===== config.mk =====
export PLATFORM = sky130hd
export DESIGN_NAME = lsu_top
export DESIGN_NICKNAME = d
export VERILOG_FILES = /design/src/lsu_pkg.sv /design/src/lsu_request_slot.sv /design/src/lsu_beat_planner.sv /design/src/lsu_bus_master.sv /design/src/lsu_load_merge.sv /design/src/lsu_top.sv
export SDC_FILE = /design/constraint.sdc
export NUM_CORES = 1
export LEC_CHECK = 0
export ABC_CLOCK_PERIOD_IN_PS = 11900
export BUFFER_PORTS_ARGS = -buffer_cell sky130_fd_sc_hd__buf_2
export CORE_AREA = 2 2 251 179
export CTS_BUF_LIST = sky130_fd_sc_hd__clkbuf_2 sky130_fd_sc_hd__clkbuf_4 sky130_fd_sc_hd__clkbuf_8
export CTS_CLUSTER_SIZE = 12
export DETAILED_ROUTE_END_ITERATION = 6
export DIE_AREA = 0 0 253 181
export GPL_TIMING_DRIVEN = 0
export SLEW_MARGIN = 20
export SYNTH_ARGS = -nofsm -noshare
export SYNTH_HDL_FRONTEND = slang
export SYNTH_SLANG_ARGS = --single-unit

===== constraint.sdc =====
create_clock -name clock -period 11.9 [get_ports clock]
set_clock_uncertainty 0.2 [all_clocks]
set_input_delay 2.38 -clock clock [delete_from_list [all_inputs] [get_ports clock]]
set_output_delay 2.38 -clock clock [all_outputs]
set_load 0.01 [all_outputs]

===== src/lsu_pkg.sv =====
package lsu_pkg;

	// bytes carried by one bus beat
	localparam int BEAT_BYTES = 8;

	// ------------------------------
	// widths with a meaning
	// ------------------------------
	typedef logic [31:0] addr_t;
	typedef logic [31:0] word_t;
	typedef logic [BEAT_BYTES*8-1:0] dword_t;
	typedef logic [BEAT_BYTES-1:0] strb_t;
	typedef logic [4:0] reg_idx_t;

	typedef enum logic [3:0] {
		OP_LW,
		OP_LH,
		OP_LHU,
		OP_LB,
		OP_LBU,
		OP_SW,
		OP_SH,
		OP_SB
	} mem_op_e;

	// ------------------------------
	// command, result and bus payloads
	// ------------------------------
	typedef struct packed {
		mem_op_e  op;
		addr_t    addr;
		word_t    wdata;
		reg_idx_t rd;
	} lsu_cmd_t;

	// data is zero for stores
	typedef struct packed {
		reg_idx_t rd;
		word_t    data;
	} lsu_rsp_t;

	// shared by read and write address channels
	typedef struct packed {
		addr_t addr;
	} bus_addr_t;

	typedef struct packed {
		dword_t data;
		strb_t  strb;
	} bus_wdata_t;

	function automatic logic op_is_store(mem_op_e op);
		return op inside {OP_SW, OP_SH, OP_SB};
	endfunction

endpackage


===== src/lsu_request_slot.sv =====
`timescale 1ns/100ps
module lsu_request_slot (
	input  logic              clock,
	input  logic              reset,
	input  logic              cmd_req,
	input  lsu_pkg::lsu_cmd_t cmd,
	output logic              cmd_ack,
	output logic              rsp_req,
	output lsu_pkg::lsu_rsp_t rsp,
	input  logic              rsp_ack,
	output lsu_pkg::lsu_cmd_t held_cmd,
	output logic              start,
	input  logic              access_done,
	input  lsu_pkg::word_t    load_data
);
	import lsu_pkg::*;

	typedef enum logic [1:0] {S_IDLE, S_ACKING, S_BUSY, S_RESPONDING} slot_state_e;

	slot_state_e state;

	// command held for the whole access
	always_ff @(posedge clock) begin
		if (state == S_IDLE && cmd_req && !cmd_ack) begin
			held_cmd <= cmd;
		end
	end

	// result captured when the bus side finishes
	always_ff @(posedge clock) begin
		if (state == S_BUSY && access_done) begin
			rsp.rd   <= held_cmd.rd;
			rsp.data <= op_is_store(held_cmd.op) ? '0 : load_data;
		end
	end

	// ------------------------------
	// handshake sequencing
	// ------------------------------
	always_ff @(posedge clock) begin
		if (reset) begin
			state   <= S_IDLE;
			cmd_ack <= 1'b0;
			rsp_req <= 1'b0;
			start   <= 1'b0;
		end else begin
			start <= 1'b0;
			// ack falls once the requester lets go
			if (cmd_ack && !cmd_req) begin
				cmd_ack <= 1'b0;
			end
			case (state)
				S_IDLE: begin
					if (cmd_req && !cmd_ack) begin
						cmd_ack <= 1'b1;
						state   <= S_ACKING;
					end
				end
				S_ACKING: begin
					start <= 1'b1;
					state <= S_BUSY;
				end
				S_BUSY: begin
					if (access_done) begin
						rsp_req <= 1'b1;
						state   <= S_RESPONDING;
					end
				end
				S_RESPONDING: begin
					// idle again only after rsp_ack has dropped
					if (rsp_req && rsp_ack) begin
						rsp_req <= 1'b0;
					end else if (!rsp_req && !rsp_ack) begin
						state <= S_IDLE;
					end
				end
				default: state <= S_IDLE;
			endcase
		end
	end

endmodule


===== src/lsu_beat_planner.sv =====
`timescale 1ns/100ps
module lsu_beat_planner (
	input  lsu_pkg::lsu_cmd_t held_cmd,
	output lsu_pkg::addr_t    first_addr,
	output lsu_pkg::addr_t    second_addr,
	output lsu_pkg::strb_t    first_strb,
	output lsu_pkg::strb_t    second_strb,
	output lsu_pkg::dword_t   wdata,
	output logic              need_second
);
	import lsu_pkg::*;

	logic [2:0]                  off;
	logic                        is_word;
	logic                        is_half;
	logic [3:0]                  size_mask;
	logic [11:0]                 span;
	strb_t                       word_lanes;
	logic [2*BEAT_BYTES*8-1:0]   wdata_twice;

	assign off     = held_cmd.addr[2:0];
	assign is_word = held_cmd.op inside {OP_LW, OP_SW};
	assign is_half = held_cmd.op inside {OP_LH, OP_LHU, OP_SH};

	assign size_mask = is_word ? 4'b1111 : (is_half ? 4'b0011 : 4'b0001);

	// ------------------------------
	// beat addresses
	// ------------------------------
	assign first_addr = {held_cmd.addr[31:2], 2'b00};
	// next word, which is the next doubleword for offsets 5..7
	assign second_addr = first_addr + addr_t'(4);

	// access runs past the end of its aligned word
	assign need_second = (is_word && off[1:0] != 2'b00) ||
		(is_half && off[1:0] == 2'b11);

	// ------------------------------
	// byte strobes
	// ------------------------------
	// bytes touched, counted from lane 0 of the first beat
	assign span       = 12'(size_mask) << off;
	assign word_lanes = off[2] ? 8'hf0 : 8'h0f;
	assign first_strb = span[7:0] & word_lanes;

	always_comb begin
		second_strb = '0;
		if (need_second) begin
			// spill from the upper word wraps into lanes 0..3 of the next dword
			if (off[2]) begin
				second_strb = {4'b0000, span[11:8]};
			end else begin
				second_strb = {span[7:4], 4'b0000};
			end
		end
	end

	// store word rotated left into its lane, both beats share it
	assign wdata_twice = {2{dword_t'(held_cmd.wdata)}} << {off, 3'b000};
	assign wdata       = wdata_twice[2*BEAT_BYTES*8-1 -: BEAT_BYTES*8];

endmodule


===== src/lsu_bus_master.sv =====
`timescale 1ns/100ps
module lsu_bus_master #(
	parameter int ADDR_W = 32,
	parameter int DATA_W = 64
) (
	input  logic                clock,
	input  logic                reset,
	input  logic                start,
	input  logic                is_store,
	input  logic                need_second,
	input  lsu_pkg::addr_t      first_addr,
	input  lsu_pkg::addr_t      second_addr,
	input  lsu_pkg::strb_t      first_strb,
	input  lsu_pkg::strb_t      second_strb,
	input  lsu_pkg::dword_t     wdata,
	output logic                ar_valid,
	output lsu_pkg::bus_addr_t  ar,
	input  logic                ar_ready,
	input  logic                r_valid,
	output logic                r_ready,
	output logic                aw_valid,
	output lsu_pkg::bus_addr_t  aw,
	input  logic                aw_ready,
	output logic                w_valid,
	output lsu_pkg::bus_wdata_t w,
	input  logic                w_ready,
	input  logic                b_valid,
	output logic                b_ready,
	output logic                beat_taken,
	output logic                beat_index,
	output logic                access_done
);
	typedef enum logic [1:0] {R_IDLE, R_ADDR, R_DATA} rd_state_e;
	typedef enum logic [1:0] {W_IDLE, W_ADDR, W_DATA, W_RESP} wr_state_e;

	rd_state_e           rd_state;
	wr_state_e           wr_state;
	logic                rd_second;
	logic                wr_second;
	logic [ADDR_W-1:0]   rd_addr;
	logic [ADDR_W-1:0]   wr_addr;
	logic [DATA_W/8-1:0] wr_strb;
	logic                r_fire;
	logic                b_fire;

	assign r_fire = r_valid && r_ready;
	assign b_fire = b_valid && b_ready;

	// ------------------------------
	// read side
	// ------------------------------
	always_ff @(posedge clock) begin
		if (reset) begin
			rd_state  <= R_IDLE;
			rd_second <= 1'b0;
		end else begin
			case (rd_state)
				R_IDLE: begin
					if (start && !is_store) begin
						rd_state  <= R_ADDR;
						rd_second <= 1'b0;
					end
				end
				R_ADDR: begin
					if (ar_ready) begin
						rd_state <= R_DATA;
					end
				end
				R_DATA: begin
					if (r_fire && need_second && !rd_second) begin
						rd_second <= 1'b1;
						rd_state  <= R_ADDR;
					end else if (r_fire) begin
						rd_state <= R_IDLE;
					end
				end
				default: rd_state <= R_IDLE;
			endcase
		end
	end

	assign rd_addr    = rd_second ? second_addr : first_addr;
	assign ar_valid   = (rd_state == R_ADDR);
	assign ar         = '{addr: rd_addr};
	assign r_ready    = (rd_state == R_DATA);
	assign beat_taken = r_fire;
	assign beat_index = rd_second;

	// ------------------------------
	// write side
	// ------------------------------
	always_ff @(posedge clock) begin
		if (reset) begin
			wr_state  <= W_IDLE;
			wr_second <= 1'b0;
		end else begin
			case (wr_state)
				W_IDLE: begin
					if (start && is_store) begin
						wr_state  <= W_ADDR;
						wr_second <= 1'b0;
					end
				end
				W_ADDR: begin
					if (aw_ready) begin
						wr_state <= W_DATA;
					end
				end
				// data only after the address went through
				W_DATA: begin
					if (w_ready) begin
						wr_state <= W_RESP;
					end
				end
				W_RESP: begin
					if (b_fire && need_second && !wr_second) begin
						wr_second <= 1'b1;
						wr_state  <= W_ADDR;
					end else if (b_fire) begin
						wr_state <= W_IDLE;
					end
				end
				default: wr_state <= W_IDLE;
			endcase
		end
	end

	assign wr_addr  = wr_second ? second_addr : first_addr;
	assign wr_strb  = wr_second ? second_strb : first_strb;
	assign aw_valid = (wr_state == W_ADDR);
	assign aw       = '{addr: wr_addr};
	assign w_valid  = (wr_state == W_DATA);
	assign w        = '{data: wdata, strb: wr_strb};
	assign b_ready  = (wr_state == W_RESP);

	// one cycle after the final read beat or write response
	always_ff @(posedge clock) begin
		if (reset) begin
			access_done <= 1'b0;
		end else begin
			access_done <= (r_fire && (rd_second || !need_second)) ||
				(b_fire && (wr_second || !need_second));
		end
	end

endmodule


===== src/lsu_load_merge.sv =====
`timescale 1ns/100ps
module lsu_load_merge #(
	parameter int DATA_W = 64
) (
	input  logic              clock,
	input  logic              reset,
	input  lsu_pkg::lsu_cmd_t held_cmd,
	input  lsu_pkg::strb_t    first_strb,
	input  lsu_pkg::strb_t    second_strb,
	input  lsu_pkg::dword_t   r_data,
	input  logic              beat_taken,
	input  logic              beat_index,
	output lsu_pkg::word_t    load_data
);
	import lsu_pkg::*;

	logic [DATA_W-1:0]   first_beat;
	logic [DATA_W-1:0]   first_src;
	logic [DATA_W-1:0]   merged;
	logic [2*DATA_W-1:0] rotated;
	word_t               raw;
	word_t               extended;
	logic                last_beat;

	// first beat parked until its partner arrives
	always_ff @(posedge clock) begin
		if (beat_taken && !beat_index && second_strb != '0) begin
			first_beat <= r_data;
		end
	end

	assign first_src = beat_index ? first_beat : r_data;

	// each lane comes from whichever beat enabled it
	always_comb begin
		merged = '0;
		for (int i = 0; i < DATA_W/8; i++) begin
			if (first_strb[i]) begin
				merged[i*8 +: 8] = first_src[i*8 +: 8];
			end else if (second_strb[i]) begin
				merged[i*8 +: 8] = r_data[i*8 +: 8];
			end
		end
	end

	// rotate right so the addressed byte lands in bits 7:0
	assign rotated = {merged, merged} >> {held_cmd.addr[2:0], 3'b000};
	assign raw     = rotated[31:0];

	always_comb begin
		case (held_cmd.op)
			OP_LH:   extended = {{16{raw[15]}}, raw[15:0]};
			OP_LHU:  extended = {16'h0000, raw[15:0]};
			OP_LB:   extended = {{24{raw[7]}}, raw[7:0]};
			OP_LBU:  extended = {24'h000000, raw[7:0]};
			default: extended = raw;
		endcase
	end

	assign last_beat = beat_taken && (beat_index || second_strb == '0);

	// holds from access_done until the next load finishes
	always_ff @(posedge clock) begin
		if (reset) begin
			load_data <= '0;
		end else if (last_beat) begin
			load_data <= extended;
		end
	end

endmodule


===== src/lsu_top.sv =====
`timescale 1ns/100ps
module lsu_top #(
	parameter int ADDR_W = 32,
	parameter int DATA_W = 64
) (
	input  logic                clock,
	input  logic                reset,
	// command and result ports
	input  logic                cmd_req,
	input  lsu_pkg::lsu_cmd_t   cmd,
	output logic                cmd_ack,
	output logic                rsp_req,
	output lsu_pkg::lsu_rsp_t   rsp,
	input  logic                rsp_ack,
	// read channels
	output logic                ar_valid,
	output lsu_pkg::bus_addr_t  ar,
	input  logic                ar_ready,
	input  logic                r_valid,
	input  lsu_pkg::dword_t     r_data,
	output logic                r_ready,
	// write channels
	output logic                aw_valid,
	output lsu_pkg::bus_addr_t  aw,
	input  logic                aw_ready,
	output logic                w_valid,
	output lsu_pkg::bus_wdata_t w,
	input  logic                w_ready,
	input  logic                b_valid,
	output logic                b_ready
);
	import lsu_pkg::*;

	lsu_cmd_t held_cmd;
	logic     start;
	logic     is_store;
	addr_t    first_addr;
	addr_t    second_addr;
	strb_t    first_strb;
	strb_t    second_strb;
	dword_t   wdata;
	logic     need_second;
	logic     beat_taken;
	logic     beat_index;
	logic     access_done;
	word_t    load_data;

	// picks the write or read state machine
	assign is_store = op_is_store(held_cmd.op);

	lsu_request_slot u_slot (.*);

	lsu_beat_planner u_planner (.*);

	lsu_bus_master #(
		.ADDR_W(ADDR_W),
		.DATA_W(DATA_W)
	) u_master (.*);

	lsu_load_merge #(
		.DATA_W(DATA_W)
	) u_merge (.*);

endmodule


# Word level (Yosys, flattened, before mapping)
# Cells that the tools add are included.
# totals
reg_bits	218
out_inout_bits	180
inputBits	146
word_cells	161
# classes
n_shift	3
muxes	55
n_reduce_logical	54
n_eq_ne	30
n_bitwise	1
n_addsub	1
# op_table
cell	count
$mux 8	20
$pmux 32 s4	1
$shl 96x6->128	1
$shr 128x6->32	1
$mux 32	2
$mux 64	1
$add 32x3->32 const B	1
$mux 2	14
$logic_and 1x1->1	22
$eq 4x3->1 const B	4
$ne 2x1->1 const B	8
$pmux 2 s4	2
$eq 2x2->1 const B	6
$reduce_and 3->1	4
$shl 4x3->12	1
$mux 1	10
$reduce_bool 2->1	5
$and 8x8->8	1
$eq 4x2->1 const B	2
$logic_not 1->1	8
$logic_not 8->1	1
$ne 2x2->1 const B	4
$reduce_and 4->1	2
$reduce_bool 8->1	1
10 further kinds	22

# Depth between registers and ports, before layout
# Gate-level depths: netlist (run 1).
# depth
depth_word	11
mapped_depth	10

# By module
# From an unflattened synthesis (run 1), not the netlist that was laid out.
# hier_totals
hier_cells	1333
hier_area_um2	14203.6
# by_module_without_submodules
module	area_each_um2	n_inst	cells_per_inst	seq_area_each_um2
lsu_load_merge	6158.4	1	567	2562.5
lsu_request_slot	3873.7	1	182	3403.3
lsu_beat_planner	2349.8	1	389	0.0
lsu_bus_master	1805.5	1	193	140.1
lsu_top	16.3	1	2	0.0

# Worst setup path before layout (run 1)
# Ideal clock, no wire load.
# synth_timing
path_kind	input -> register
from	in cmd_req
to	reg u_slot.held_cmd[0] (netlist name)
setup_time_ns	0.609
path_slack_ns	3.347
required_time_ns	11.091
n_path_buf	0
arrival_ns	7.744
cell_stages	2
path_cell_list	inv_1 > nor3b_1
# synth_between
elab_chain_len	2
# synth_rtl
item	line	source
from (decl)	lsu_top.sv:9	input logic cmd_req,
$logic_and 1x1->1 (2 in series)	lsu_request_slot.sv:24	if (state == S_IDLE && cmd_req && !cmd_ack) begin
# No other way between the ends.
# A chain may end at the register's enable or synchronous reset.

==> flow_metrics.tcl, run 1 <==
set metrics [dict create \
    synthArstFlopShare 0 \
    worstHoldPathCells 0 \
    layout.nets 1875 \
    cts.sinks 218 \
    period_needed_ns 6.684 \
    cts_buffer_depth 3 \
    grt_max_degree 33 \
    p_total_mw 2.784 \
    netlist.area_leader.share 0.4049 \
    worstReg2RegStart "u_slot.held_cmd[71]$_DFFE_PP_" \
    reg2reg_setup_slack_ns 7.99 \
    track_usage 0.2409 \
    fp.coreArea_um2 43240 \
    p_per_area_nw_per_um2 171.8 \
    critical_path_class "reg2out" \
    netSwitchingPower_mw 1.126 \
    hold_buffers 0 \
    ys_warn_count 0 \
    totalWireLength_um 56390 \
    synth_seq_cells 218 \
    drtIter0Drc 1371 \
    relSlewSlack 0.1865 \
    path_clk_slew_ns 0.06 \
    die_h_um 181 \
    avgSynthCellArea_um2 9.659 \
    die-area_um2 45790 \
    ys_top_cells_by_count "185 x nand2_1, 174 x edfxtp_1, 130 x o21ai_0" \
    fillCellCount 4446 \
    hold_violations 0 \
    status "completed" \
    timing.rr.end "u_merge.load_data[6]$_SDFFE_PP0P_" \
    seq_area_um2 6106 \
    final_max_slew_viol_count 0 \
    hold_class "reg2reg" \
    num_rows 64 \
    ant_nets 0 \
    drive_gt1_frac 0.2918 \
    power_frac_comb 0.388 \
    worst_slew_pin_slew_ns 1.208 \
    hpwl_um 44250 \
    insertion_delay_ns 0.57 \
    yosys.area.top_type "edfxtp_1" \
    fin_tns_setup_ns 0 \
    post-route-period-util 0.5617 \
    sw_frac_of_total 0.4045 \
    syn_inst 1336 \
    seqPwrFrac 0.353 \
    place_congestion 1.047 \
    fmax_mhz 149.6 \
    rsz0062_at_grt "false" \
    clkPwrFrac 0.259 \
    h-tree-depth 2 \
    finalSetupViolCount 0 \
    firstDrtPassIters 5 \
    internal_power_mw 1.658 \
    grt_pass1_wl_um 82380 \
    io_pins 326 \
    hp-start "u_slot.held_cmd[4]$_DFFE_PP_" \
    crit_fanout 10 \
    worst_ep_arrival_time_ns 4.10 \
    ir_drop_uv 82.70 \
    ff2ff_path_depth 8 \
    worst_setup_path_start_kind "flip-flop" \
    cap_viol_max_count 0 \
    ys.flop_type "edfxtp_1" \
    synth_cell_type_count 79 \
    viasPerCell 5.495 \
    multi_input_area_um2 6344 \
    num_vias 12700 \
    drc 0 \
    grt_overflow_total 0 \
    first_global_vias 12400 \
    syn_area_um2 12900 \
    ys_top_cells_by_area "edfxtp_1 40%, dfxtp_1 6.8%, nand2_1 5.4%, o21ai_0 5.0%, a21oi_1 3.5%" \
    cp.required_ns 9.32 \
    leakage_nw 6.169 \
    start_util 0.2984 \
    port_buffers 321 \
    syn_to_final_growth_pct 25.55 \
    wl_per_cell_um 24.40 \
    post_cts_buffers 0 \
    cts_made_buffers 39 \
    synth_edf_count 174 \
    synth_most_common_cell "nand2_1" \
    ctsResizeCount 0 \
    grt_antenna_before_repair 2 \
    clk_root_buffer_cell "clkbuf_8" \
    cts_tree "built" \
    endpoint_kind "primary output" \
    ys_seq_area_frac 0.4731 \
    holdPathEnd "u_slot.rsp[36]$_DFFE_PP_" \
    die_x_um 253 \
]
## per-layer routing
metal | GRT usage | wire (µm) | share of wire | vias up
met5 | 0 | 59 | 0.0010 | -
met4 | 0.06722 | 1430 | 0.025 | 2
met3 | 0.06656 | 5579 | 0.099 | 104
met2 | 0.3432 | 23160 | 0.41 | 690
met1 | 0.3538 | 26160 | 0.46 | 6192
li1 | - | - | - | 5710
## worst max-delay path by stage
stage	end	slack [ns]	cells after the start	from
floorplan	u_slot.held_cmd[0]$_DFFE_PP_	3.35	2	cmd_req
global placement	u_slot.held_cmd[71]$_DFFE_PP_	0.41	3	cmd_req
detailed placement	w[63]	5.89	9	u_slot.held_cmd[39]$_DFFE_PP_
CTS	w[63]	5.25	9	u_slot.held_cmd[39]$_DFFE_PP_
global route	w[63]	5.01	9	u_slot.held_cmd[39]$_DFFE_PP_
finish	w[63]	5.22	9	u_slot.held_cmd[39]$_DFFE_PP_
## area by class of cell
type,instances,area share
Clock buffer,54,0.04085
Tap cell,561,0.04332
Sequential cell,218,0.3769
Antenna cell,2,0.0003089
Clock inverter,16,0.006641
Inverter,23,0.005329
Timing Repair Buffer,339,0.1087
Buffer,93,0.02641
Multi-Input combinational cell,1005,0.3915
## sequential cells by signal (all words and copies together), names as in the netlist
signal / cells
u_master.access_done: 1
u_master.beat_index: 1
u_slot.held_cmd: 73
u_merge.first_beat: 64
u_master.rd_state: 2
u_slot.cmd_ack: 1
u_slot.rsp_req: 1
u_master.wr_second: 1
u_master.wr_state: 2
u_merge.load_data: 32
u_slot.rsp: 37
u_slot.state: 2
u_slot.start: 1
## cells in the final DEF, fill, tap and decap left out, types with 7 or more instances in the layout
cell type    n
buf_4       26
a22o_1      18
a21oi_1     89
clkinv_1     7
nor2b_1     37
a31oi_1     18
nand2_1    185
or2_2        7
mux2_2      37
buf_1       13
buf_2      339
nor3_1      22
clkbuf_8    41
nand4_1     17
clkbuf_1    49
a22oi_1     31
xor2_1      25
nand2b_1     7
dfxtp_1     44
o21ai_0    130
clkbuf_4    13
o22ai_1      7
nor2_1     109
xnor2_1     32
o21a_1       9
mux4_2       8
nand3_1     33
edfxtp_1   174
ha_1        10
inv_1       23
a221oi_1    13
o211ai_1    13
mux2i_1     42
## stage by stage
step / instances / worst slack (ns) / hold WS (ns) / util / cell area [µm²]
2_1_floorplan: 1339 / 3.347 / 0.2003 / - / 12920
3_3_place_gp: 2221 / 0.4145 / 0.2013 / 0.3521 / 15220
3_5_place_dp: 2239 / 5.889 / 0.2045 / 0.3565 / 15410
4_1_cts: 2309 / 5.254 / 0.2191 / 0.3743 / 16180
5_1_grt: 2309 / 5.010 / 0.2403 / 0.3746 / 16200
6_report: 2311 / 5.216 / 0.2200 / 0.3747 / 16200
## worst max-delay path, cell delays in order, from the launching register on
cell	delay, ns
edfxtp_1	0.35
buf_2	0.28
buf_4	0.27
clkbuf_1	0.66
clkbuf_1	0.52
buf_2	0.34
clkbuf_1	0.62
nand2_1	0.10
o21ai_0	0.18
buf_2	0.21
## cells by family after synthesis
kind of cell,count (synthesis),synth area share
buffers and inverters,116,0.03985
multiplexers,87,0.07882
flip-flops,218,0.4731
AND/OR/NAND/NOR,460,0.1662
AO/OA/AOI/OAI,386,0.1921
XOR/XNOR,58,0.03995
adder cells (fa/ha/maj),10,0.009696
other,1,0.0002906
## power groups by stage
stage / Clock, mW / Sequential (mW) / Combinational [mW]
6_report: 0.722 / 0.981 / 1.08
5_1_grt: 0.777 / 0.991 / 1.15
4_1_cts: 0.746 / 0.979 / 1.05
3_5_place_dp: 0 / 0.994 / 1.05
3_3_place_gp: 0 / 1.02 / 1.02
2_1_floorplan: 0 / 0.988 / 0.604
No activity file was read; power rests on OpenSTA's default activity.
==> inputs of run 2 (changes only) <==
ABC_AREA = 1   (was default)
ABC_CLOCK_PERIOD_IN_PS = 7000   (was 11900)
CORE_AREA = 2 2 256 182   (was 2 2 251 179)
DIE_AREA = 0 0 258 184   (was 0 0 253 181)
clock period = 7 ns   (was 11.9 ns; I/O delays follow)
==> run 2 against run 1 <==
Effect of this change:
- worst hold slack worse by 0.0018 ns
- combinational power rose by 91%
- routed wire length is 9.5% higher
- the run now ends with design-rule violations left
==> flow_metrics.tcl, run 2 <==
set metrics [dict create \
    status "finished, violations left" \
    violations "design-rule violations" \
    fmax_mhz 180.5 \
    ys.flop_type "edfxtp_1" \
    cts.sinks 218 \
    io_pins 326 \
    utilization 0.3741 \
    firstDrtPassIters 7 \
    grt_max_degree 38 \
    die_x_um 258 \
    wl_per_cell_um 22.07 \
    layout_common_cells "553 x nand2_1, 337 x buf_2, 262 x nand3_1" \
    ys_warn_count 0 \
    num_vias 14580 \
    worst_setup_path_start_kind "flip-flop" \
    post-route-period-util 0.7914 \
    path_clk_slew_ns 0.06 \
    place_congestion 1.011 \
    die-area_um2 47470 \
    p_per_area_nw_per_um2 300.1 \
    clk_root_buffer_cell "clkbuf_8" \
    dp_cells 2728 \
    h-tree-depth 2 \
    worst_slew_pin_slew_ns 1.085 \
    viasPerCell 5.210 \
    critical_path_class "reg2out" \
    synthArstFlopShare 0 \
    syn_area_um2 13410 \
    num_rows 65 \
    finalSetupViolCount 0 \
    hpwl_um 48370 \
    regMostFlops "u_slot.held_cmd" \
    drtIter0Drc 1514 \
    synth_most_common_cell "nand2_1" \
    grt_pass1_wl_um 89890 \
    post_cts_buffers 0 \
    cap_viol_max_count 0 \
    hold_violations 0 \
    totalWireLength_um 61770 \
    hold_ws_ns 0.2182 \
    largest_registers "u_slot.held_cmd (73), u_merge.first_beat (64), u_slot.rsp (37)" \
    track_usage 0.2536 \
    rsz0062_at_grt "false" \
    yosys.area.top_type "edfxtp_1" \
    cts_made_buffers 40 \
    port_buffers 321 \
    grt_antenna_before_repair 8 \
    crit_fanout 10 \
    layout_commonest_cell "nand2_1" \
    grt_overflow_total 0 \
    die_h_um 184 \
    ys_seq_area_frac 0.4553 \
    reg2reg_setup_slack_ns 3.43 \
    hold_class "reg2reg" \
    cts_tree "built" \
    endpoint_kind "primary output" \
    synth_seq_cells 218 \
    ant_nets 0 \
    insertion_delay_ns 0.60 \
    start_util 0.2993 \
    avgSynthCellArea_um2 7.480 \
    syn_inst 1793 \
    largest_register_ffs 73 \
    syn_to_final_growth_pct 25.00 \
    worst_ep_arrival_time_ns 3.94 \
    netlist.area_leader.share 0.3896 \
    ctsResizeCount 0 \
    cts_buffer_depth 3 \
    ir_drop_uv 145.7 \
    ys_top_cells_by_area "edfxtp_1 39%, nand2_1 15%, nand3_1 9.8%, dfxtp_1 6.6%, o21ai_0 6.5%" \
    layoutNonFillerInstCount 2799 \
    fillCellCount 4779 \
    p_total_mw 5.030 \
    fp.coreArea_um2 44810 \
    leakage_nw 7.384 \
    ys_top_cells_by_count "553 x nand2_1, 262 x nand3_1, 174 x edfxtp_1" \
    hold_buffers 0 \
    period_needed_ns 5.540 \
    synth_edf_count 174 \
    drive_gt1_frac 0.2153 \
    final_max_slew_viol_count 0 \
    cp.required_ns 5.40 \
    first_global_vias 14220 \
    relSlewSlack 0.2766 \
    layout.nets 2323 \
    synth_cell_type_count 40 \
    drc 1 \
]
[run 2: cell types whose count changed in the layout (fill, tap and decap cells not counted), sizes merged, moves of 18 or more]
cell / change
nand4: +28
a22oi: -31
nor2: +27
a22o: -18
mux2i: -42
inv: +129
nand2: +381
xnor2: -30
mux2: -37
nand3: +237
nor2b: -37
a21oi: -65
o21ai: +45
[run 2: layout make-up]
cell class                 instances  area, µm²  share of cell area
multi-input combinational       1315       6282              0.3747
tap                              603      754.5             0.04500
inverter                         153      574.3             0.03426
sequential                       218       6106              0.3642
clock buffer                      55      675.6             0.04030
timing repair buffer             329       1734              0.1034
antenna                            4      10.01           0.0005971
buffer                           110      481.7             0.02873
clock inverter                    12      146.4            0.008732
[run 2: power breakdown]
group	switching, mW	internal, mW	leakage, nW
Clock	0.594	0.736	0.428
Combinational	1.47	0.588	5.01
Sequential	0.0930	1.55	1.94
[run 2: worst max-delay path: stages, from the launching register on]
cell and delay [ns]:
edfxtp_1 0.35, buf_4 0.22, buf_1 0.41, buf_1 0.86, buf_2 0.43, buf_1 0.51, nand2_1 0.10, o21ai_0 0.23
buf_2 0.23
[run 2: layer usage]
metal  vias up  routed length, µm  global-route usage
met2       763              27370              0.3995
met5         -                 42                   0
met1      6921              27040              0.3445
met3       138               5420             0.05597
met4         6               1902             0.08439
li1       6754                  -                   -
[run 2: cells by family after synthesis]
logic type / share of synthesized area
buf+inv: 0.07874
compound gates: 0.08863
other cells: 0.0002796
flops: 0.4553
simple gates: 0.3495
xor+xnor: 0.01829
fa+ha+maj: 0.009329
[run 2: stage by stage]
step                      cell area, µm²  setup TNS, ns  setup slack [ns]
after floorplan                    13430              0             1.777
after global placement             15790         -8.803           -0.1277
after detailed placement           15930              0             2.133
after CTS                          16750              0             1.512
after global routing               16760              0             1.305
final                              16760              0             1.460
[run 2: path summary, 6_finish.rpt]
path | start | depth (start not counted) | endpoint
worst max-delay path | u_slot.held_cmd[39]$_DFFE_PP_ | 8 | w[15]
worst min-delay path | u_slot.held_cmd[3]$_DFFE_PP_ | 0 | u_slot.rsp[35]$_DFFE_PP_
worst min register to register | u_slot.held_cmd[3]$_DFFE_PP_ | 0 | u_slot.rsp[35]$_DFFE_PP_
worst max register to register | u_slot.held_cmd[38]$_DFFE_PP_ | 7 | u_merge.load_data[3]$_SDFFE_PP0P_
